### src/include/i2c_config.svh
`ifndef I2C_CONFIG_SVH
`define I2C_CONFIG_SVH

// System clock feeding the controller, in Hz
`define I2C_CLK_FREQ_HZ 50_000_000

// Target SCL rate on the bus, in Hz
`define I2C_SCL_FREQ_HZ 1_000_000

// System cycles spent in each SCL half period
// One SCL period is a low half followed by a high half
`define I2C_HALF_PERIOD (`I2C_CLK_FREQ_HZ / `I2C_SCL_FREQ_HZ / 2)

`endif

### src/source/i2c_bus_pkg.sv
`include "i2c_config.svh"

package i2c_bus_pkg;

    // Counter width covers 0 .. HALF_PERIOD-1 with margin
    localparam int SCL_CNT_W = $clog2(`I2C_HALF_PERIOD + 1);

    typedef logic [7:0] i2c_byte_t;              // Data or register-address byte
    typedef logic [6:0] i2c_addr_t;              // 7-bit slave address
    typedef logic [3:0] i2c_bit_cnt_t;           // Bits 0..7 plus the acknowledge slot
    typedef logic [SCL_CNT_W-1:0] i2c_scl_cnt_t; // Half-period cycle counter

    // Bus steps handed from the sequencer to the bit engine
    typedef enum logic [2:0] {
        STEP_START     = 3'd0, // SDA falls with SCL high, ends with SCL low
        STEP_RESTART   = 3'd1, // Repeated START from SCL low
        STEP_WRITE     = 3'd2, // Eight bits out, ACK sampled in slot nine
        STEP_READ_NACK = 3'd3, // Eight bits in, master answers NACK
        STEP_STOP      = 3'd4  // SDA rises with SCL high, bus left idle
    } i2c_step_e;

endpackage

### src/source/i2c_result.sv
module i2c_result (
    input  logic                   clk,
    input  logic                   rst,
    input  logic                   txn_start, // Request accepted
    input  logic                   txn_end,   // Final STOP complete
    input  logic                   rx_valid,
    input  i2c_bus_pkg::i2c_byte_t rx_byte,
    input  logic                   ack_fail,
    output i2c_bus_pkg::i2c_byte_t data_out,
    output logic                   nack,
    output logic                   done
);

    // Received byte, held across transactions that read nothing
    always_ff @(posedge clk or posedge rst) begin
        if (rst) begin
            data_out <= '0;
        end else if (rx_valid) begin
            data_out <= rx_byte;
        end
    end

    // Sticky error, cleared only when the next request is taken
    always_ff @(posedge clk or posedge rst) begin
        if (rst) begin
            nack <= 1'b0;
        end else if (txn_start) begin
            nack <= 1'b0;
        end else if (ack_fail) begin
            nack <= 1'b1;          // Address or data byte not acknowledged
        end
    end

    // done trails txn_end by one cycle
    always_ff @(posedge clk or posedge rst) begin
        if (rst) begin
            done <= 1'b0;
        end else begin
            done <= txn_end;
        end
    end

endmodule

### config.mk
export PLATFORM = sky130hd
export DESIGN_NAME = i2c_result
export DESIGN_NICKNAME = d
export VERILOG_FILES = /design/src/source/i2c_bus_pkg.sv /design/src/source/i2c_result.sv
export VERILOG_INCLUDE_DIRS = /design/src /design/src/include
export SDC_FILE = /design/constraint.sdc
export NUM_CORES = 1
export LEC_CHECK = 0
export ABC_AREA = 1
export ABC_CLOCK_PERIOD_IN_PS = 1500
export CAP_MARGIN = 20
export CORE_AREA = 2 2 39 41
export CTS_CLUSTER_DIAMETER = 100
export DETAILED_ROUTE_END_ITERATION = 12
export DIE_AREA = 0 0 41 43
export DONT_BUFFER_PORTS = 1
export GPL_TIMING_DRIVEN = 1
export PLACE_DENSITY = 0.39
export SLEW_MARGIN = 5
export SYNTH_ARGS = -nofsm -noshare
export SYNTH_HDL_FRONTEND = slang
export SYNTH_SLANG_ARGS = --single-unit
export TNS_END_PERCENT = 100
### constraint.sdc
create_clock -name clk -period 1.5 [get_ports clk]
set_clock_uncertainty 0.1 [all_clocks]
set_input_delay 0.375 -clock clk [delete_from_list [all_inputs] [get_ports clk]]
set_output_delay 0.375 -clock clk [all_outputs]
set_load 0.01 [all_outputs]
======== After elaboration in Yosys (flattened, before gate mapping) ========
Cells that the tools add are included.
operators by class
  $add $sub $neg .......................... 0
  multiply operators ...................... 0
  divide/modulo/power cells ............... 0
  magnitude comparators ................... 0
  eq/ne operators ......................... 0
  shifts and indexed selects .............. 0
  multiplexer cells ....................... 2
  bitwise gates (word level) .............. 0
  reductions and logical operators ........ 1
operators with widths
  cell                number
  1-bit 2-to-1 mux    2
  2-bit nonzero test  1
storage, ports and cells
  bits in registers ....................... 10
  latch bits .............................. 0
  RAM bits ................................ 0
  bits in read-only memories .............. 0
  input port bits ......................... 14
  output and inout bits ................... 10
  memories ................................ 0

======== Longest topological paths before layout ========
Gate-level depths: netlist (run 1).
  depth after elaboration ................. 2
  mapped depth ............................ 4
  gate-level depth less buffers ........... 3

======== Worst setup path after synthesis (run 1) ========
OpenSTA, ideal clock, no wires.
  path type ............................... reg2out
  from .................................... register data_out[0]
  to ...................................... output port data_out[0]
  data arrival time ....................... 0.385 ns
  required time ........................... 1.025 ns
  path slack .............................. 0.640 ns
  cell stages (with the launch flop) ...... 1
  path buffers ............................ 0
  cell sequence ........................... dfrtp_1
RTL lines
  item                    RTL line          RTL
  from (decl)             i2c_result.sv:9   output i2c_bus_pkg::i2c_byte_t data_out,
  from (signal assigned)  i2c_result.sv:19  data_out <= rx_byte;
No word-level cell between the ends.

======== Final worst setup path (run 1) ========
  from .................................... register data_out[0]
  to ...................................... output port data_out[0]
No word-level cell between the ends.

==> flow_metrics.tcl, run 1 <==
set metrics [dict create \
    worst_slew_pin_slew_ns 0.365 \
    dp_hpwl_um 582 \
    ys_ff_latch 10 \
    antenna_left 0 \
    io-pin-count 24 \
    grt_max_degree 11 \
    fmax_mhz 863 \
    clock-sinks 10 \
    placed_cells 54 \
    cts_tree "done" \
    track_usage 0.0961 \
    die_w_um 41 \
    synth_fp_nets 53 \
    ctsHoldBuffers 1 \
    die_area_um2 1760 \
    crit_path_end_kind "output port" \
    setup-violations-final 0 \
    powerDensity_nw_per_um2 1380 \
    grt_antenna_before_repair 0 \
    drt-initial-drc-count 0 \
    root_buffer "clkbuf_4" \
    wl_per_cell_um 12.6 \
    p_leak_uw 0.000230 \
    core_region_area_um2 1380 \
    cp_max_fo 2 \
    critPathLaunchType "flip-flop" \
    seq_area_frac_synth 0.683 \
    crit_required_ns 1.02 \
    gp_congestion 0.509 \
    die_h_um 43 \
    yosysMostFrequentCell "nand2_1" \
    yosysTopAreaCellShare 0.683 \
    drive_above_1_share 0.116 \
    drt-pass1-iter-count 1 \
    drt_wl_total_um 746 \
    start_util 0.265 \
    min_path_type "in2reg" \
    cts-htree-levels 1 \
    antenna_cells 0 \
    cts.reportedPaths.clkPinSlew_ns 0.06 \
    synth_area_um2 367 \
    syn_avg_cell_area_um2 9.40 \
    maxCapViolations 0 \
    holdWs_ns 0.0446 \
    grt_pass1_vias 250 \
    nNetsFinal 58 \
    finalHoldViolations 0 \
    fin_crit_sh 0.772 \
    port_buffers 0 \
    status "completed" \
    ir_drop_v 0.000378 \
    finalMaxSlewViolations 0 \
    synth_edf_count 0 \
    num_rows 14 \
    cts_setup_buffers 0 \
    crit_arrival_ns 0.68 \
    ys_async_sr_fraction 1.00 \
    clockBufferDepth 2 \
    vias_per_cell 4.20 \
    yosysWarnings 0 \
    clk_latency_ns 0.26 \
    synth_largest_area_cell "dfrtp_1" \
    route.detailed.drc 0 \
    grt_overflow 0 \
    cts_resized 0 \
    stdcell_area_um2 422 \
    period_needed_ns 1.16 \
    synth_cell_types 6 \
    place_area_um2 375 \
    slew_headroom 0.757 \
    synthTopCellsByArea "dfrtp_1 (68%), nand2_1 (25%), buf_6 (3.1%), nor2_1 (2.0%), inv_1 (1.0%)" \
    rsz0062_at_grt "false" \
    grt_pass1_wl_mm 1.08 \
    tns_ns 0 \
    stdcell_count 59 \
    synth_common_cells "nand2_1 (24), dfrtp_1 (10), nor2_1 (2)" \
    worstSetupPathType "reg2out" \
    area_delta_synth_final_pct 15.0 \
    num_vias 248 \
    cts_inserted_buffers 3 \
    syn_inst 39 \
    synth_flop_cell "dfrtp_1" \
]
area by class of cell:
class	count	area (um2)
clock buffer	4	36.3
fill	153	962
sequential	10	250
multi-input combinational	26	97.6
inverter	2	7.51
timing repair buffer	1	10.0
tap	16	20.0
flip-flops by register name (all words and copies together) (netlist names):
| name | flops |
|---|---|
| done | 1 |
| data_out | 8 |
| nack | 1 |
layout by cell type, fill, tap and decap left out, drive strengths merged:
cell | synthesis | layout
nand2 | 24 | 24
nor2 | 2 | 2
dfrtp | 10 | 10
dlygate4sd3 | 0 | 1
clkbuf | 0 | 4
inv | 2 | 2
cell families after synthesis:
family                 share of synthesized area
flip-flops                                 0.683
AND/OR/NAND/NOR                            0.266
buffers and inverters                     0.0512
routing by layer:
layer	global-route usage	vias to the layer above	routed length [um]
met1	0.115	107	259
met4	0.0600	0	0
met5	0	-	0
li1	-	123	-
met2	0.138	18	387
met3	0.0366	0	99
power by group:
group / switching (uW) / internal [uW]
logic: 18.9 / 12.0
registers: 26.8 / 292
clock network: 86.6 / 147
total: 132 / 451
through the flow:
stage	power [uW]	setup WS, ns	util
6_report	583	0.342	0.305
2_1_floorplan	349	0.640	-
4_1_cts	599	0.327	0.305
3_3_place_gp	351	0.628	0.271
5_1_grt	627	0.302	0.305
3_5_place_dp	354	0.621	0.271
worst paths after layout:
kind | startpoint | to | slack [ns] | depth (start not counted)
worst max register to register | data_out[0] | data_out[0] | 0.72 | 2
max in group asynchronous | rst | data_out[1] | 0.61 | 2
worst min register to register | data_out[4] | data_out[4] | 0.45 | 2
min in group asynchronous | rst | data_out[2] | 0.42 | 2
worst min-delay path | txn_end | done | 0.04 | 0
worst max-delay path | data_out[0] | data_out[0] | 0.34 | 0
Power figures use the tool's default switching activity.
==> run 2: changes to the inputs <==
Settings changed: ABC_CLOCK_PERIOD_IN_PS 1500 to 1100.
Clock period 1.5 ns to 1.1 ns, I/O delays scaled along.
==> run 2 against run 1 <==
Against the previous run: global-route usage decreased by 0.10 points; worst setup slack got worse by 0.30 ns; routed wire length increased by 1.1%; die area unchanged; cell area increased by 4.7%; final cell count increased by 3.4%; largest power group unchanged; sequential power increased by 36%.
==> flow_metrics.tcl, run 2 (synthesized netlist as in run 1, its figures left out) <==
set metrics [dict create \
    status "completed" \
    powerDensity_nw_per_um2 1810 \
    min_path_type "in2reg" \
    final_util 0.319 \
    tns_ns 0 \
    die_w_um 41 \
    die_area_um2 1760 \
    reg2reg_slack_ns 0.32 \
    vias_per_cell 4.13 \
    clk_latency_ns 0.26 \
    period_needed_ns 1.06 \
    holdPathEnd "data_out[4]" \
    worst_slew_pin_slew_ns 0.365 \
    layout.cells.most_common_list "nand2_1 (24), dfrtp_1 (10), clkbuf_4 (3), dlygate4sd3_1 (3), nor2_1 (2)" \
    r2r_end "data_out[0]" \
    port_buffers 0 \
    top_regs "data_out: 8 flops, done: 1 flops, nack: 1 flops" \
    drt-initial-drc-count 0 \
    wl_per_cell_um 12.4 \
    antenna_cells 0 \
    fmax_mhz 945 \
    ctsHoldBuffers 3 \
    track_usage 0.0950 \
    p_leak_uw 0.000238 \
    gp_congestion 0.509 \
    nNetsFinal 60 \
    cts_resized 0 \
    cts_inserted_buffers 3 \
    dp_slack_ns 0.321 \
    num_vias 252 \
    drt_wl_total_um 754 \
    crit_arrival_ns 0.68 \
    finalHoldViolations 0 \
    num_rows 14 \
    startpoint "data_out[0]" \
    hold_depth 2 \
    ir_drop_v 0.000516 \
    fin_crit_sh 0.962 \
    grt_overflow 0 \
    root_buffer "clkbuf_4" \
    layout_setup_ws_ns 0.0417 \
    crit_path_end_kind "output port" \
    grt_max_degree 11 \
    layout.cells.most_common "nand2_1" \
    maxCapViolations 0 \
    area_delta_synth_final_pct 20.5 \
    core_region_area_um2 1380 \
    r2r_start "data_out[0]" \
    antenna_left 0 \
    slew_headroom 0.757 \
    hp-start "rx_valid" \
    start_util 0.265 \
    clock-sinks 10 \
    drt-pass1-iter-count 1 \
    worstSetupPathType "reg2out" \
    io-pin-count 24 \
    reg2reg_depth 2 \
    grt_pass1_wl_mm 1.08 \
    cp_max_fo 2 \
    cts.reportedPaths.clkPinSlew_ns 0.06 \
    grt_antenna_before_repair 0 \
    route.detailed.drc 0 \
    cts-htree-levels 1 \
    largest_reg_flops 8 \
    critPathLaunchType "flip-flop" \
    grt_pass1_vias 253 \
    cts_setup_buffers 0 \
    die_h_um 43 \
    crit_required_ns 0.72 \
    clockBufferDepth 2 \
    cts_tree "done" \
    rsz0062_at_grt "false" \
    setup-violations-final 0 \
    drive_above_1_share 0.111 \
    top_register "data_out" \
    finalMaxSlewViolations 0 \
    dp_hpwl_um 582 \
]
==> run 2: how the worst max path moves through the flow <==
| stage | endpoint | slack (ns) | cells past startpoint |
|---|---|---|---|
| global placement | data_out[4] | 0.33 | 0 |
| CTS | data_out[0] | 0.03 | 0 |
| finish | data_out[0] | 0.04 | 0 |
| floorplan | data_out[0] | 0.34 | 0 |
| detailed placement | data_out[0] | 0.32 | 0 |
| global route | data_out[0] | 0.002 | 0 |
==> run 2: final cells by class <==
type	count	area (um2)
flip-flops and latches	10	250
clock buffers	4	36.3
well taps	16	20.0
fillers	153	942
multi-input cells	26	97.6
repair buffers	3	30.0
inverters	2	7.51
==> run 2: metrics by stage <==
step	hold WS (ns)	instances	total power [uW]	area [um2]
6_report	0.0270	61	801	442
2_1_floorplan	0.0152	39	475	367
4_1_cts	0.0171	61	823	442
3_3_place_gp	0.0513	54	478	375
5_1_grt	0.00878	61	861	442
3_5_place_dp	0.0608	54	483	375
==> run 2: power breakdown <==
group          leakage, uW  total, uW  switching, uW  internal, uW
logic            0.0000953       47.8           26.8          21.0
registers         0.000122        435           36.5           398
clock network    0.0000210        318            118           201
==> run 2: per-layer routing <==
layer | track usage | part of all wire | vias to the layer above
met5 | 0 | 0 | -
met4 | 0.0600 | 0 | 0
met3 | 0.0366 | 0.13 | 0
met2 | 0.138 | 0.51 | 18
met1 | 0.112 | 0.36 | 107
li1 | - | - | 127
==> run 3: changes to the inputs <==
Settings changed: CORE_AREA 2 2 39 41 to 3 3 40 42, DIE_AREA 0 0 41 43 to 0 0 43 45.
==> run 3 against run 2 <==
Against the previous run: first-iteration DRC count grew 2; die area is 9.8% higher; sequential cell count stayed put; total power is 11% lower; clock power down 26%; worst setup slack better by 0.0050 ns; combinational power rose by 0.8%; sequential power hardly changed.
==> flow_metrics.tcl, run 3 (synthesized netlist as in run 1, its figures left out) <==
set metrics [dict create \
    drt-initial-drc-count 2 \
    route.detailed.drc 0 \
    period_needed_ns 1.05 \
    cts-htree-levels 1 \
    track_usage 0.0776 \
    num_rows 13 \
    critPathLaunchType "flip-flop" \
    crit_path_end_kind "output port" \
    drt_wl_total_um 746 \
    grt_antenna_before_repair 0 \
    clock-sinks 10 \
    nNetsFinal 60 \
    grt_pass1_wl_mm 1.05 \
    worst_slew_pin_slew_ns 0.376 \
    die_area_um2 1940 \
    cts_setup_buffers 0 \
    layout.cells.most_common "nand2_1" \
    finalMaxSlewViolations 0 \
    status "completed" \
    fin_crit_sh 0.957 \
    finalHoldViolations 0 \
    fmax_mhz 949 \
    maxCapViolations 0 \
    rsz0062_at_grt "false" \
    p_leak_uw 0.000231 \
    antenna_left 0 \
    p_switching_uw 171 \
    cts_resized 0 \
    ctsHoldBuffers 3 \
    drive_above_1_share 0.0909 \
    gp_congestion 0.678 \
    switching_share 0.239 \
    grt_max_degree 11 \
    start_util 0.285 \
    top_regs "data_out: 8 flops, done: 1 flops, nack: 1 flops" \
    seqPwrFrac 0.605 \
    grt_pass1_vias 258 \
    io-pin-count 24 \
    largest_reg_flops 8 \
    wl_per_cell_um 12.6 \
    multi_input_area_um2 97.6 \
    root_buffer "clkbuf_4" \
    fillCellCount 138 \
    port_buffers 0 \
    min_path_type "in2reg" \
    area_delta_synth_final_pct 16.4 \
    layout_setup_ws_ns 0.0468 \
    vias_per_cell 4.27 \
    cts.reportedPaths.clkPinSlew_ns 0.06 \
    setup-violations-final 0 \
    drt-pass1-iter-count 4 \
    cts_tree "done" \
    die_w_um 43 \
    dp_slack_ns 0.322 \
    clockBufferDepth 2 \
    p_int_uw 545 \
    layout.cells.most_common_list "nand2_1 (24), dfrtp_1 (10), clkbuf_4 (3), dlygate4sd3_1 (3), nor2_1 (2)" \
    slew_headroom 0.749 \
    fin_total_pwr_uw 717 \
    tns_ns 0 \
    cts_inserted_buffers 3 \
    stdcell_count 59 \
    powerDensity_nw_per_um2 1680 \
    core_region_area_um2 1280 \
    worstSetupPathType "reg2out" \
    clk_latency_ns 0.25 \
    placed_cells 53 \
    grt_overflow 0 \
    die_h_um 45 \
    num_vias 252 \
    clock_power_share 0.327 \
    cp_max_fo 2 \
    antenna_cells 0 \
    p_comb_frac 0.067 \
    final_util 0.332 \
    crit_required_ns 0.72 \
    regArea_um2 250 \
    top_register "data_out" \
    ir_drop_v 0.000990 \
    crit_arrival_ns 0.68 \
]
## run 3: power by group through the flow
stage	sequential [uW]	combinational (uW)	clock, uW
6_report	434	48.2	235
5_1_grt	436	56.2	263
3_5_place_dp	442	41.5	0
3_3_place_gp	441	38.0	0
4_1_cts	435	49.9	245
2_1_floorplan	435	40.4	0
## run 3: per-stage QoR
stage	hold WS, ns	cell area [um2]
after floorplan	0.0152	367
after global placement	0.0466	374
after detailed placement	0.0613	374
after CTS	0.0251	427
after global routing	0.0178	427
final	0.0276	427
## run 3: cell type report
class | count | share of cell area
Clock buffer | 3 | 0.0528
Inverter | 2 | 0.0176
Multi-Input combinational cell | 26 | 0.229
Sequential cell | 10 | 0.587
Tap cell | 15 | 0.0440
Timing Repair Buffer | 3 | 0.0704
## run 3: worst paths after layout
| kind | from | end | slack (ns) | depth (start not counted) |
|---|---|---|---|---|
| max | data_out[0] | data_out[0] | 0.05 | 0 |
| max in group asynchronous | rst | data_out[7] | 0.30 | 2 |
| min | rx_valid | data_out[4] | 0.03 | 2 |
| min in group asynchronous | rst | data_out[5] | 0.33 | 2 |
| max reg2reg | nack | nack | 0.33 | 2 |
| min reg2reg | data_out[6] | data_out[6] | 0.44 | 2 |
## run 3: metal layers
metal / track usage / vias up / routed length, um / part of all wire
met1: 0.0725 / 102 / 260 / 0.35
met5: 0 / - / 0 / 0
met2: 0.120 / 24 / 342 / 0.46
met4: 0 / 0 / 0 / 0
met3: 0.0916 / 0 / 143 / 0.19
li1: - / 126 / - / -
