$ cat src/include/i2c_config.svh
`ifndef I2C_CONFIG_SVH
`define I2C_CONFIG_SVH

// System clock feeding the controller, in Hz
`define I2C_CLK_FREQ_HZ 50_000_000

// Target SCL rate on the bus, in Hz
`define I2C_SCL_FREQ_HZ 1_000_000

// System cycles spent in each SCL half period
// One SCL period is a low half followed by a high half
`define I2C_HALF_PERIOD (`I2C_CLK_FREQ_HZ / `I2C_SCL_FREQ_HZ / 2)

`endif

$ cat src/source/i2c_bus_pkg.sv
`include "i2c_config.svh"

package i2c_bus_pkg;

    // Counter width covers 0 .. HALF_PERIOD-1 with margin
    localparam int SCL_CNT_W = $clog2(`I2C_HALF_PERIOD + 1);

    typedef logic [7:0] i2c_byte_t;              // Data or register-address byte
    typedef logic [6:0] i2c_addr_t;              // 7-bit slave address
    typedef logic [3:0] i2c_bit_cnt_t;           // Bits 0..7 plus the acknowledge slot
    typedef logic [SCL_CNT_W-1:0] i2c_scl_cnt_t; // Half-period cycle counter

    // Bus steps handed from the sequencer to the bit engine
    typedef enum logic [2:0] {
        STEP_START     = 3'd0, // SDA falls with SCL high, ends with SCL low
        STEP_RESTART   = 3'd1, // Repeated START from SCL low
        STEP_WRITE     = 3'd2, // Eight bits out, ACK sampled in slot nine
        STEP_READ_NACK = 3'd3, // Eight bits in, master answers NACK
        STEP_STOP      = 3'd4  // SDA rises with SCL high, bus left idle
    } i2c_step_e;

endpackage

$ cat src/source/i2c_txn_pkg.sv
package i2c_txn_pkg;

    // R/W bit as it appears in the address byte
    typedef enum logic {
        DIR_WRITE = 1'b0,
        DIR_READ  = 1'b1
    } i2c_dir_e;

    // Sequencer walk through one transaction
    typedef enum logic [3:0] {
        TXN_IDLE    = 4'd0, // Waiting for a start strobe
        TXN_START   = 4'd1, // START condition
        TXN_ADDR_W  = 4'd2, // Slave address with write bit
        TXN_PAYLOAD = 4'd3, // Data byte or register address
        TXN_RESTART = 4'd4, // Repeated START, read only
        TXN_ADDR_R  = 4'd5, // Slave address with read bit
        TXN_READ    = 4'd6, // Receive one byte and NACK it
        TXN_STOP    = 4'd7, // STOP condition, also the abort target
        TXN_FINISH  = 4'd8  // One cycle for the done handoff
    } i2c_txn_state_e;

endpackage

$ cat src/source/i2c_txn_decode.sv
module i2c_txn_decode (
    input  logic                   clk,
    input  logic                   rst,
    input  logic                   start,      // Request strobe
    input  logic                   rw,         // 0 write, 1 read
    input  i2c_bus_pkg::i2c_addr_t slave_addr,
    input  i2c_bus_pkg::i2c_byte_t data_in,    // Write data or register address
    input  logic                   step_busy,
    input  logic                   step_done,
    input  logic                   step_ack,   // High when the slave acknowledged
    output logic                   step_valid,
    output i2c_bus_pkg::i2c_step_e step_code,
    output i2c_bus_pkg::i2c_byte_t step_byte,
    output logic                   busy,
    output logic                   txn_start,
    output logic                   txn_end
);
    import i2c_bus_pkg::*;
    import i2c_txn_pkg::*;

    i2c_txn_state_e state;
    i2c_txn_state_e after_state; // Where to go once the current step completes
    i2c_dir_e       dir_q;
    i2c_addr_t      addr_q;
    i2c_byte_t      data_q;
    i2c_step_e      next_code;   // Step belonging to the current state
    i2c_byte_t      next_byte;
    logic           issued;      // Step of this state already sent to the engine

    assign busy = (state != TXN_IDLE);

    always_ff @(posedge clk) begin
        if (start && state == TXN_IDLE) begin // Latch request only when accepted
            addr_q <= slave_addr;
            dir_q  <= i2c_dir_e'(rw);
            data_q <= data_in;
        end
        if (step_valid == 1'b0 && !issued && !step_busy) begin
            step_code <= next_code;            // Held stable until the next issue
            step_byte <= next_byte;
        end
    end

    // Step table and successor for each state
    always_comb begin
        next_code   = STEP_STOP;
        next_byte   = data_q;
        after_state = TXN_IDLE;
        case (state)
            TXN_START: begin
                next_code   = STEP_START;
                after_state = TXN_ADDR_W;
            end
            TXN_ADDR_W: begin
                next_code   = STEP_WRITE;
                next_byte   = {addr_q, DIR_WRITE};            // Read also starts with a write
                after_state = step_ack ? TXN_PAYLOAD : TXN_STOP; // Address NACK aborts
            end
            TXN_PAYLOAD: begin
                next_code   = STEP_WRITE;
                after_state = (!step_ack || dir_q == DIR_WRITE) ? TXN_STOP : TXN_RESTART;
            end
            TXN_RESTART: begin
                next_code   = STEP_RESTART;
                after_state = TXN_ADDR_R;
            end
            TXN_ADDR_R: begin
                next_code   = STEP_WRITE;
                next_byte   = {addr_q, DIR_READ};
                after_state = step_ack ? TXN_READ : TXN_STOP;
            end
            TXN_READ: begin
                next_code   = STEP_READ_NACK;
                after_state = TXN_STOP;
            end
            TXN_STOP: after_state = TXN_FINISH;
            default: after_state = TXN_IDLE;
        endcase
    end

    always_ff @(posedge clk or posedge rst) begin
        if (rst) begin
            state      <= TXN_IDLE;
            issued     <= 1'b0;
            step_valid <= 1'b0;
            txn_start  <= 1'b0;
            txn_end    <= 1'b0;
        end else begin
            step_valid <= 1'b0; // All three are single-cycle pulses
            txn_start  <= 1'b0;
            txn_end    <= 1'b0;
            if (state == TXN_IDLE) begin
                if (start) begin
                    state     <= TXN_START;
                    txn_start <= 1'b1;
                    issued    <= 1'b0;
                end
            end else if (state == TXN_FINISH) begin
                state <= TXN_IDLE;                  // busy drops as done rises
            end else if (step_done) begin
                state   <= after_state;
                issued  <= 1'b0;
                txn_end <= (state == TXN_STOP);     // Final STOP has completed
            end else if (!issued && !step_busy) begin
                step_valid <= 1'b1;
                issued     <= 1'b1;
            end
        end
    end

endmodule

$ cat config.mk
export PLATFORM = sky130hd
export DESIGN_NAME = i2c_txn_decode
export DESIGN_NICKNAME = d
export VERILOG_FILES = /design/src/source/i2c_bus_pkg.sv /design/src/source/i2c_txn_pkg.sv /design/src/source/i2c_txn_decode.sv
export VERILOG_INCLUDE_DIRS = /design/src /design/src/include
export SDC_FILE = /design/constraint.sdc
export NUM_CORES = 1
export LEC_CHECK = 0
export ABC_AREA = 1
export CORE_MARGIN = 5
export CORE_UTILIZATION = 55
export CTS_CLUSTER_DIAMETER = 150
export DETAILED_ROUTE_END_ITERATION = 10
export DONT_BUFFER_PORTS = 1
export GPL_ROUTABILITY_DRIVEN = 0
export PLACE_DENSITY_LB_ADDON = 0.08
export SLEW_MARGIN = 25
export SYNTH_ARGS = -nofsm -noshare
export SYNTH_HDL_FRONTEND = slang
export SYNTH_SLANG_ARGS = --single-unit
export TNS_END_PERCENT = 5
$ cat constraint.sdc
create_clock -name clk -period 2 [get_ports clk]
set_input_delay 0.2 -clock clk [delete_from_list [all_inputs] [get_ports clk]]
set_output_delay 0.2 -clock clk [all_outputs]
set_load 0.01 [all_outputs]
# After elaboration in Yosys (flattened, before gate mapping)
# Index checks and enable logic that the tools add are counted.
# word_totals
ram_bits	0
output_inout_bits	15
mem_count	0
latchBits	0
in_bits	22
romBits	0
register_bits	35
elab_cells	61
# op_classes
n_mux	24
div	0
bitwise_logic	2
shift	0
eq_ne	10
multipliers	0
n_reduce_logical	15
n_addsub	0
n_lt_le_gt_ge	0
# ops
op	n
$pmux W4 S7	1
$eq A4 B3 Y1 const B	4
$mux W4	4
$pmux W8 S2	1
$mux W1	15
$pmux W3 S4	1
$eq A4 B2 Y1 const B	2
$reduce_bool A3 Y1	2
$eq A4 B1 Y1 const B	1
$eq A4 B4 Y1 const B	1
$logic_and A1 B1 Y1	4
$logic_not A4 Y1	1
$ne A2 B2 Y1 const B	2
$reduce_bool A4 Y1	1
$logic_not A1 Y1	3
$mux W3	1
$reduce_and A3 Y1	1
$reduce_or A3 Y1	1
$mux W2	1
$not A1 Y1	2
$reduce_and A2 Y1	1
$logic_or A1 B1 Y1	1

# Longest topological paths before layout
# Gate-level depths: netlist of run 1.
# logic_depth
depth_word	7
ltp_mapped	8
depth_no_buf	7

# Worst setup path before layout of run 1
# No wires, ideal clock.
# synth_path
kind	reg-to-reg
startpoint	register state[1]
endpoint	register addr_q[0] (enable)
setup_time_ps	390
n_path_buf	1
period_less_slack_ps	1884
stages_incl_launch_ff	5
setup_slack_ps	116
t_arrival_ps	1494
required_time_ps	1610
cell_sequence	dfrtp_1 buf_6 nor2_4 nand2_1 nor2_1
# synth_via
elab_chain_len	2
# synth_rtl
item	line	rtl
start, declared	i2c_txn_decode.sv:21	i2c_txn_state_e state;
start signal, assigned	i2c_txn_decode.sv:101	state <= after_state;
$logic_not A4 Y1	i2c_txn_decode.sv:33	if (start && state == TXN_IDLE) begin
$logic_and A1 B1 Y1	i2c_txn_decode.sv:33	
end signal, assigned	i2c_txn_decode.sv:34	addr_q <= slave_addr;
end, declared	i2c_txn_decode.sv:24	i2c_addr_t addr_q;
# Every way passes these cells.
# A chain may end at the register's enable or synchronous reset.

# Final worst setup path of run 1
# layout_path
startpoint	register state[1]
endpoint	register dir_q (enable)
# layout_via
elab_chain_len	2
# layout_rtl
item	line	rtl
$logic_not A4 Y1	i2c_txn_decode.sv:33	
$logic_and A1 B1 Y1	i2c_txn_decode.sv:33	
end signal, assigned	i2c_txn_decode.sv:35	dir_q <= i2c_dir_e'(rw);
end, declared	i2c_txn_decode.sv:23	i2c_dir_e dir_q;
# Every way passes these cells.

==> impl_metrics.csv, run 1 <==
group,metric,value,unit
critical_path,cp_top_family,"flip-flops",
yosys,synth_edf_count,27,
pwr,ir_drop,1.067,mV
clock_network,post_cts_buffers,0,
pwr,report.power.total,2394,uW
sta,rsz0062_at_grt,"false",
sta,worst_clock_skew,0.007188,ns
sta,max_slew_margin,0.7258,
sta,fin_setup_tns,0,ns
clock_network,cts_max_level,2,
sta,period_share,0.7694,
sta,max_freq,649.9,MHz
critical_path,crit_chain,"nor2_4 -> nand2_1 -> nor2_1 -> buf_4",
detailed_routing,wirelength,2707,um
cells_and_area,area_delta_synth_final,18.58,%
place,port_buffers,0,
pwr,comb_power_share,0.324,
pwr,power_density,1395,nW/um^2
critical_path,required,2.03,ns
hold_path,min_from,"step_busy",
hold_path,whs_path_depth,3,
critical_path,timing.reg2reg.setup_slack,0.46,ns
critical_path,rr_startpoint,"state[1]",
clock_network,numCtsBuffers,5,
cells_and_area,fin_area,1717,um^2
floorplan,fp.coreArea,2500,um^2
sta,layout_min_cycle_time,1.539,ns
sta,hold_viol_final,0,
cells_and_area,antennaDiodeCount,0,
yosys,avgSynthCellArea,11.87,um^2
critical_path,crit_arrival,1.57,ns
clock_network,clkTransAtPathRegs,0.10,ns
detailed_routing,antenna_left,0,
global_routing,grt_max_degree,18,
place,dpl.hpwl,1860,um
floorplan,die-area,3758,um^2
critical_path,cp-end-kind,"flop",
global_routing,grt_antenna_before_repair,0,
yosys,synthesis.nets,144,
pwr,switching_share,0.3918,
sta,worstMarginPinSlew,0.4113,ns
yosys,netlist_instances,122,
yosys,async_flop_share,0.2286,
floorplan,die_h,61.31,um
clock_network,clk_path_buf_depth,2,
clock_network,cts_root_buffer,"clkbuf_4",
critical_path,crit_path_max_incr_delay,0.54,ns
job,max-cap-violations,0,
global_routing,grt.total_usage,0.1659,
critical_path,crit_path_start_kind,"flop",
detailed_routing,drtIter0Drc,12,
clock_network,cts_sinks,35,
detailed_routing,first_pass_iters,4,
floorplan,die_w,61.31,um
hold_path,worst_hold_path.endpoint,"step_valid",
pwr,power.leakage,0.0007384,uW
hold_path,hp-class,"input port to flop",
critical_path,crit_fanout,17,
pwr,clockPowerShare,0.154,
place,dp_slack,0.4562,ns
critical_path,reg2reg_depth,4,
yosys,yosys_warnings,0,
detailed_routing,vias_per_cell,5.264,
critical_path,worst-path-buf-inv,1,
detailed_routing,wl_per_cell,15.21,um
yosys,syn_area,1448,um^2
floorplan,initial_core_util,0.5791,
cells_and_area,nNetsFinal,169,
global_routing,grt_pass1_vias,999,
critical_path,r2r_end,"dir_q",
clock_network,cts_tree,"yes",
yosys,ys_ff_latch,35,
critical_path,worstSetupPathType,"flop to flop",
cells_and_area,most-common-layout-cells,"nand2_1 (38), edfxtp_1 (27), nand3_1 (17), dlygate4sd3_1 (17), inv_1 (9)",
yosys,ys_types,19,
clock_network,clk_latency,0.33,ns
detailed_routing,post-route-drc-count,0,
cells_and_area,fillerInstances,182,
yosys,ys_seq_area_frac,0.6984,
global_routing,grt_first_pass_wirelength,4298,um
detailed_routing,dr_total_vias,937,
floorplan,row_count,18,
yosys,synth-main-ff-cell,"edfxtp_1",
critical_path,cp_num_cells,4,
sta,setup_viol,0,
pwr,p_int,1456,uW
place,dpl_cell_area,1489,um^2
sta,setup_ws,0.4613,ns
pwr,power_switching,938.0,uW
cells_and_area,drive_gt1_frac,0.1486,
floorplan,ios,37,
pwr,seq_power_share,0.522,
critical_path,critPathSlowestCell,"dfrtp_1",
cells_and_area,layout_commonest_cell,"nand2_1",
outcome,outcome,"finished, final reports clean",
global_routing,grt_overflow,0,
sta,slew_viol_final,0,
==> power by group through the flow <==
stage               combinational (uW)  clock [uW]  sequential, uW
floorplan                          626           0            1210
global placement                   709           0            1260
detailed placement                 741           0            1270
CTS                                776         382            1250
global route                       875         418            1270
finish                             777         368            1250
==> tightest hold or removal path: stages <==
cell	delay (ns)
inv_1	0.03
nand2_1	0.06
nor2_1	0.04
==> how the worst max path moves through the flow <==
stage / from / end
floorplan: state[1] / addr_q[0]
global route: state[1] / addr_q[1]
CTS: state[1] / dir_q
detailed placement: state[1] / data_q[6]
global placement: state[1] / addr_q[5]
finish: state[1] / dir_q
==> metrics by stage <==
step,hold WS (ns),instances,utilization
after global placement,0.05074,153,0.5956
after global routing,0.03066,178,0.6867
after CTS,0.01345,178,0.6867
after floorplan,0.01566,122,-
after detailed placement,0.06208,153,0.5956
final,0.03704,178,0.6867
==> state kept, by name (all words and copies together) (netlist names) <==
signal and cells:
txn_end 1, state 4, dir_q 1, step_byte 8, data_q 8, step_valid 1
addr_q 7, txn_start 1, step_code 3, issued 1
==> final cells by class <==
| cell class | count | area, um^2 | share of cell area |
|---|---|---|---|
| Sequential cell | 35 | 1011 | 0.5889 |
| Multi-Input combinational cell | 73 | 376.6 | 0.2194 |
| Timing Repair Buffer | 19 | 185.2 | 0.1079 |
| Inverter | 13 | 48.80 | 0.02843 |
| Clock buffer | 5 | 37.54 | 0.02187 |
| Tap cell | 30 | 37.54 | 0.02187 |
| Clock inverter | 3 | 20.02 | 0.01166 |
==> metal layers <==
layer / vias to the layer above / GRT usage / part of all wire
met1: 436 / 0.1590 / 0.38
met5: - / 0 / 0
met4: 0 / 0.1053 / 0.024
li1: 458 / - / -
met3: 7 / 0.07547 / 0.068
met2: 36 / 0.2855 / 0.53
==> timing repair <==
action,4_1_cts,5_1_grt
hold endpoints to repair,24,0
setup endpoints to repair,0,0
resized for setup,0,0
hold buffers,17,0
==> logic make-up (layout without fill, tap and decap cells) <==
group                  Yosys count  count (layout)  share of synthesized area
AO/OA/AOI/OAI                    3               3                    0.01210
buffers and inverters           14              40                    0.04148
flip-flops                      35              35                     0.6984
AND/OR/NAND/NOR                 70              70                     0.2481
==> synth_stat cells, types with 2 or more instances <==
cell / n / area [um^2]
dfrtp_1: 8 / 200.2
edfxtp_1: 27 / 810.8
inv_1: 9 / 33.78
inv_2: 3 / 11.26
nand2_1: 38 / 142.6
nand2_4: 2 / 22.52
nand3_1: 17 / 85.08
nor2_1: 5 / 18.77
nor2_4: 3 / 33.78
(Power assumes the default switching activity.)
==> inputs of run 2 (changes only) <==
CORE_UTILIZATION = 54   (was 55)
clock period = 1.4 ns   (was 2 ns; I/O delays follow)
==> impl_metrics.csv, run 2 (same netlist as run 1, synthesis figures left out) <==
group,metric,value,unit
place,dpl_cell_area,1531,um^2
job,max-cap-violations,0,
sta,setup_viol,0,
place,port_buffers,0,
outcome,outcome,"finished, final reports clean",
floorplan,row_count,18,
cells_and_area,register_area,1012,um^2
pwr,power_density,2111,nW/um^2
critical_path,required,1.45,ns
hold_path,hp-class,"input port to flop",
cells_and_area,area_delta_synth_final,26.53,%
detailed_routing,post-route-drc-count,0,
detailed_routing,wirelength,2652,um
sta,fin_setup_tns,0,ns
cells_and_area,multi_input_area,399.1,um^2
clock_network,clkTransAtPathRegs,0.10,ns
critical_path,crit_fanout,17,
clock_network,cts_max_level,2,
cells_and_area,drive_gt1_frac,0.1711,
sta,period_share,0.9467,
cells_and_area,reg.largest.list,"data_q: 8 flops, step_byte: 8 flops, addr_q: 7 flops",
detailed_routing,vias_per_cell,5.143,
critical_path,crit_path_frequent_cell,"nor2_4",
global_routing,grt_antenna_before_repair,0,
clock_network,clk_path_buf_depth,2,
floorplan,die_w,61.78,um
floorplan,die-area,3816,um^2
global_routing,grt_pass1_vias,967,
critical_path,cp-end-kind,"flop",
hold_path,whs_path_depth,5,
cells_and_area,layout_commonest_cell,"nand2_1",
floorplan,ios,37,
cells_and_area,most-common-layout-cells,"nand2_1 (37), edfxtp_1 (27), dlygate4sd3_1 (19)",
clock_network,cts_tree,"yes",
sta,worst_clock_skew,0.008202,ns
sta,slew_viol_final,0,
pwr,ir_drop,1.384,mV
global_routing,grt_overflow,0,
critical_path,worst-path-buf-inv,1,
cells_and_area,fin_area,1832,um^2
critical_path,crit_arrival,1.38,ns
critical_path,worstSetupPathType,"flop to flop",
floorplan,fp.coreArea,2522,um^2
cells_and_area,antennaDiodeCount,0,
sta,rsz0062_at_grt,"false",
critical_path,critPathSlowestCell,"dfrtp_1",
global_routing,grt_first_pass_wirelength,4181,um
detailed_routing,dr_total_vias,936,
critical_path,crit_path_start_kind,"flop",
sta,hold_viol_final,0,
sta,worstMarginPinSlew,0.3182,ns
floorplan,die_h,61.78,um
global_routing,grt_max_degree,18,
detailed_routing,wl_per_cell,14.57,um
cells_and_area,fillerInstances,172,
detailed_routing,antenna_left,0,
clock_network,cts_root_buffer,"clkbuf_4",
critical_path,timing.reg2reg.setup_slack,0.07,ns
critical_path,reg2reg_depth,4,
hold_path,worst_hold_path.endpoint,"state[0]",
clock_network,post_cts_buffers,0,
sta,max_freq,754.5,MHz
critical_path,crit_path_max_incr_delay,0.44,ns
pwr,power.leakage,0.0007904,uW
critical_path,r2r_end,"addr_q[2]",
sta,max_slew_margin,0.7877,
critical_path,cp_top_family,"simple AND/OR/NAND/NOR gates",
detailed_routing,first_pass_iters,4,
clock_network,clk_latency,0.33,ns
clock_network,cts_sinks,35,
detailed_routing,drtIter0Drc,29,
clock_network,numCtsBuffers,5,
floorplan,initial_core_util,0.5739,
cells_and_area,nNetsFinal,173,
place,dpl.hpwl,1757,um
global_routing,grt.total_usage,0.1591,
sta,layout_min_cycle_time,1.325,ns
critical_path,crit_chain,"nor2_4 -> nand2_4 -> nor2_4 -> buf_12",
critical_path,rr_startpoint,"state[2]",
hold_path,min_from,"step_ack",
run 2: per-layer routing:
layer  vias up  global-route usage  routed length, um  share of wire
met5         -                   0                  0              0
met4         0             0.07576                 42          0.016
met3         8             0.07645                213          0.080
met2        41              0.2720               1407           0.53
met1       423              0.1632                989           0.37
li1        464                   -                  -              -
run 2: repair_timing:
action                                  in CTS  in global routing
endpoints found under the hold margin       26                  0
hold buffers                                19                  0
endpoints found under the setup margin       0                  9
resized for setup                            0                  2
run 2: worst max-delay path by stage:
stage                  start      endpoint  slack, ns  cells past startpoint
CTS                 state[2]  step_byte[6]       0.04                      4
floorplan           state[1]     addr_q[0]      0.004                      4
global route        state[2]     data_q[6]       0.02                      4
global placement    state[2]     addr_q[2]       0.09                      4
detailed placement  state[2]     addr_q[2]       0.06                      4
finish              state[2]     addr_q[2]       0.07                      4
run 2: cell type report:
type,count,share of cell area
inverter,13,0.02664
clock inverter,2,0.03279
multi-input combinational,73,0.2179
timing repair buffer,23,0.1270
tap,30,0.02049
sequential,35,0.5526
clock buffer,6,0.02254
run 2: stage by stage:
stage	hold WS [ns]	worst slack, ns	std cells	util	total power (uW)
after floorplan	-0.04434	0.004483	122	-	2664
after global placement	-0.001915	0.08558	155	0.6071	2906
after detailed placement	0.002764	0.06324	155	0.6071	2950
after CTS	0.1049	0.04337	182	0.7227	3860
after global routing	0.1411	0.02287	182	0.7262	4144
final	0.1152	0.07463	182	0.7262	3866
run 2: power breakdown:
part	total [uW]	internal, uW	switching, uW	leakage (uW)
Sequential	1740	1520	219	0.000355
Combinational	1250	442	808	0.000382
Clock	876	557	319	0.0000525
Total	3870	2520	1350	0.000790
run 2: worst register-to-register path, stage by stage, from the launching register on:
cell,delay (ns)
dfrtp_1,0.44
nor2_4,0.23
nand2_4,0.11
nor2_4,0.11
buf_12,0.16
==> inputs of run 3 (changes only) <==
REMOVE_ABC_BUFFERS = 1   (was unset)
==> impl_metrics.csv, run 3 (same netlist as run 1, synthesis figures left out) <==
group,metric,value,unit
floorplan,die_h,61.78,um
sta,worstMarginPinSlew,0.3412,ns
cells_and_area,most-common-layout-cells,"nand2_1 (38), edfxtp_1 (27), dlygate4sd3_1 (19)",
sta,period_share,0.9967,
cells_and_area,area_delta_synth_final,26.53,%
floorplan,fp.coreArea,2522,um^2
cells_and_area,antennaDiodeCount,0,
clock_network,clk_latency,0.34,ns
clock_network,cts_root_buffer,"clkbuf_4",
critical_path,crit_arrival,1.26,ns
global_routing,grt_max_degree,12,
sta,setup_ws,0.004643,ns
pwr,switching_share,0.3573,
place,dp.cells,159,
place,dpl.hpwl,2012,um
critical_path,crit_chain,"nor2_4 -> nand2_1 -> buf_4",
pwr,power_density,2167,nW/um^2
clock_network,numCtsBuffers,5,
hold_path,hp-class,"input port to flop",
cells_and_area,fillerInstances,166,
pwr,comb_power_share,0.333,
global_routing,grt_antenna_before_repair,0,
job,max-cap-violations,0,
cells_and_area,nNetsFinal,177,
detailed_routing,post-route-drc-count,0,
global_routing,grt_first_pass_wirelength,5016,um
detailed_routing,first_pass_iters,4,
global_routing,grt_overflow,0,
critical_path,reg2reg_depth,4,
sta,max_slew_margin,0.7723,
critical_path,crit_path_max_incr_delay,0.46,ns
global_routing,grt.total_usage,0.1928,
critical_path,r2r_end,"data_q[0]",
floorplan,ios,37,
global_routing,grt_pass1_vias,1097,
critical_path,worstSetupPathType,"flop to output port",
sta,fin_setup_tns,0,ns
pwr,seq_power_share,0.440,
pwr,power.leakage,0.0008027,uW
pwr,p_int,2550,uW
detailed_routing,antenna_left,0,
hold_path,whs_path_depth,5,
floorplan,initial_core_util,0.5739,
place,port_buffers,0,
cells_and_area,reg.largest.list,"data_q: 8 flops, step_byte: 8 flops, addr_q: 7 flops",
pwr,power_switching,1418,uW
sta,rsz0062_at_grt,"true",
sta,worst_clock_skew,0.01190,ns
critical_path,required,1.26,ns
clock_network,cts_tree,"yes",
critical_path,crit_fanout,5,
critical_path,cp-end-kind,"output port",
sta,setup_viol,0,
cells_and_area,layout_commonest_cell,"nand2_1",
critical_path,critPathSlowestCell,"dfrtp_1",
critical_path,timing.reg2reg.setup_slack,0.06,ns
floorplan,row_count,18,
detailed_routing,wirelength,3195,um
clock_network,post_cts_buffers,0,
detailed_routing,dr_total_vias,1013,
detailed_routing,wl_per_cell,17.18,um
clock_network,clkTransAtPathRegs,0.10,ns
clock_network,cts_max_level,2,
clock_network,clk_path_buf_depth,2,
cells_and_area,drive_gt1_frac,0.1795,
sta,layout_min_cycle_time,1.395,ns
critical_path,rr_startpoint,"state[0]",
pwr,ir_drop,1.784,mV
sta,slew_viol_final,0,
sta,max_freq,716.7,MHz
hold_path,worst_hold_path.endpoint,"state[0]",
detailed_routing,vias_per_cell,5.446,
pwr,clockPowerShare,0.227,
floorplan,die-area,3816,um^2
cells_and_area,stdcell_count,186,
place,dp_slack,0.07807,ns
outcome,outcome,"finished, final reports clean",
detailed_routing,drtIter0Drc,43,
hold_path,min_from,"step_ack",
critical_path,crit_path_start_kind,"flop",
clock_network,cts_sinks,35,
floorplan,die_w,61.78,um
sta,hold_viol_final,0,
[run 3: cell count changes in the layout (fill, tap and decap cells not counted), sizes merged]
cell,change
buf,+4
[run 3: through the flow]
step / power (uW) / instance area [um^2] / hold slack (ns) / utilization
after global placement: 2928 / 1534 / 0.0004394 / 0.6081
after CTS: 3949 / 1826 / 0.08564 / 0.7237
after detailed placement: 2995 / 1534 / 0.009855 / 0.6081
after global routing: 4218 / 1832 / 0.1166 / 0.7262
final: 3969 / 1832 / 0.1011 / 0.7262
after floorplan: 2589 / 1436 / -0.04434 / -
[run 3: worst max path at each step]
stage | from | cells after the start | slack (ns) | end
floorplan | state[1] | 3 | -0.53 | addr_q[0]
global placement | state[2] | 4 | 0.09 | addr_q[0]
detailed placement | state[0] | 4 | 0.08 | addr_q[0]
CTS | state[0] | 3 | 0.03 | busy
global route | state[0] | 3 | -0.04 | busy
finish | state[0] | 3 | 0.005 | busy
[run 3: power groups by stage]
stage	clock network [uW]	logic, uW	registers [uW]
final	900	1320	1750
after global routing	953	1480	1790
after CTS	911	1290	1750
after detailed placement	0	1230	1770
after global placement	0	1170	1760
after floorplan	0	822	1770
[run 3: routing by layer]
| layer | track usage | vias to the layer above | wire length, um |
|---|---|---|---|
| met5 | 0 | - | 0 |
| met4 | 0.08182 | 0 | 72 |
| met3 | 0.08058 | 10 | 186 |
| met2 | 0.3423 | 36 | 1727 |
| met1 | 0.1989 | 493 | 1207 |
| li1 | - | 474 | - |
[run 3: area by class of cell]
cell class                 count  area (um^2)  area share
timing repair buffer          27        254.0      0.1387
tap                           30        37.54     0.02049
clock buffer                   6        41.29     0.02254
inverter                      13        48.80     0.02664
clock inverter                 2        60.06     0.03279
sequential                    35         1011      0.5519
multi-input combinational     73        379.1      0.2070
[run 3: worst max-delay path, delay by kind of cell (launching register included)]
family | cells | cell delay (ns)
and+or+nand+nor | 2 | 0.29
DFF | 1 | 0.46
buffers and inverters | 1 | 0.17
[run 3: repair_timing]
item / 4_1_cts / 5_1_grt
gates resized for setup: 0 / 2
endpoints found under the setup margin: 0 / 11
hold buffers: 19 / 0
endpoints found under the hold margin: 26 / 0
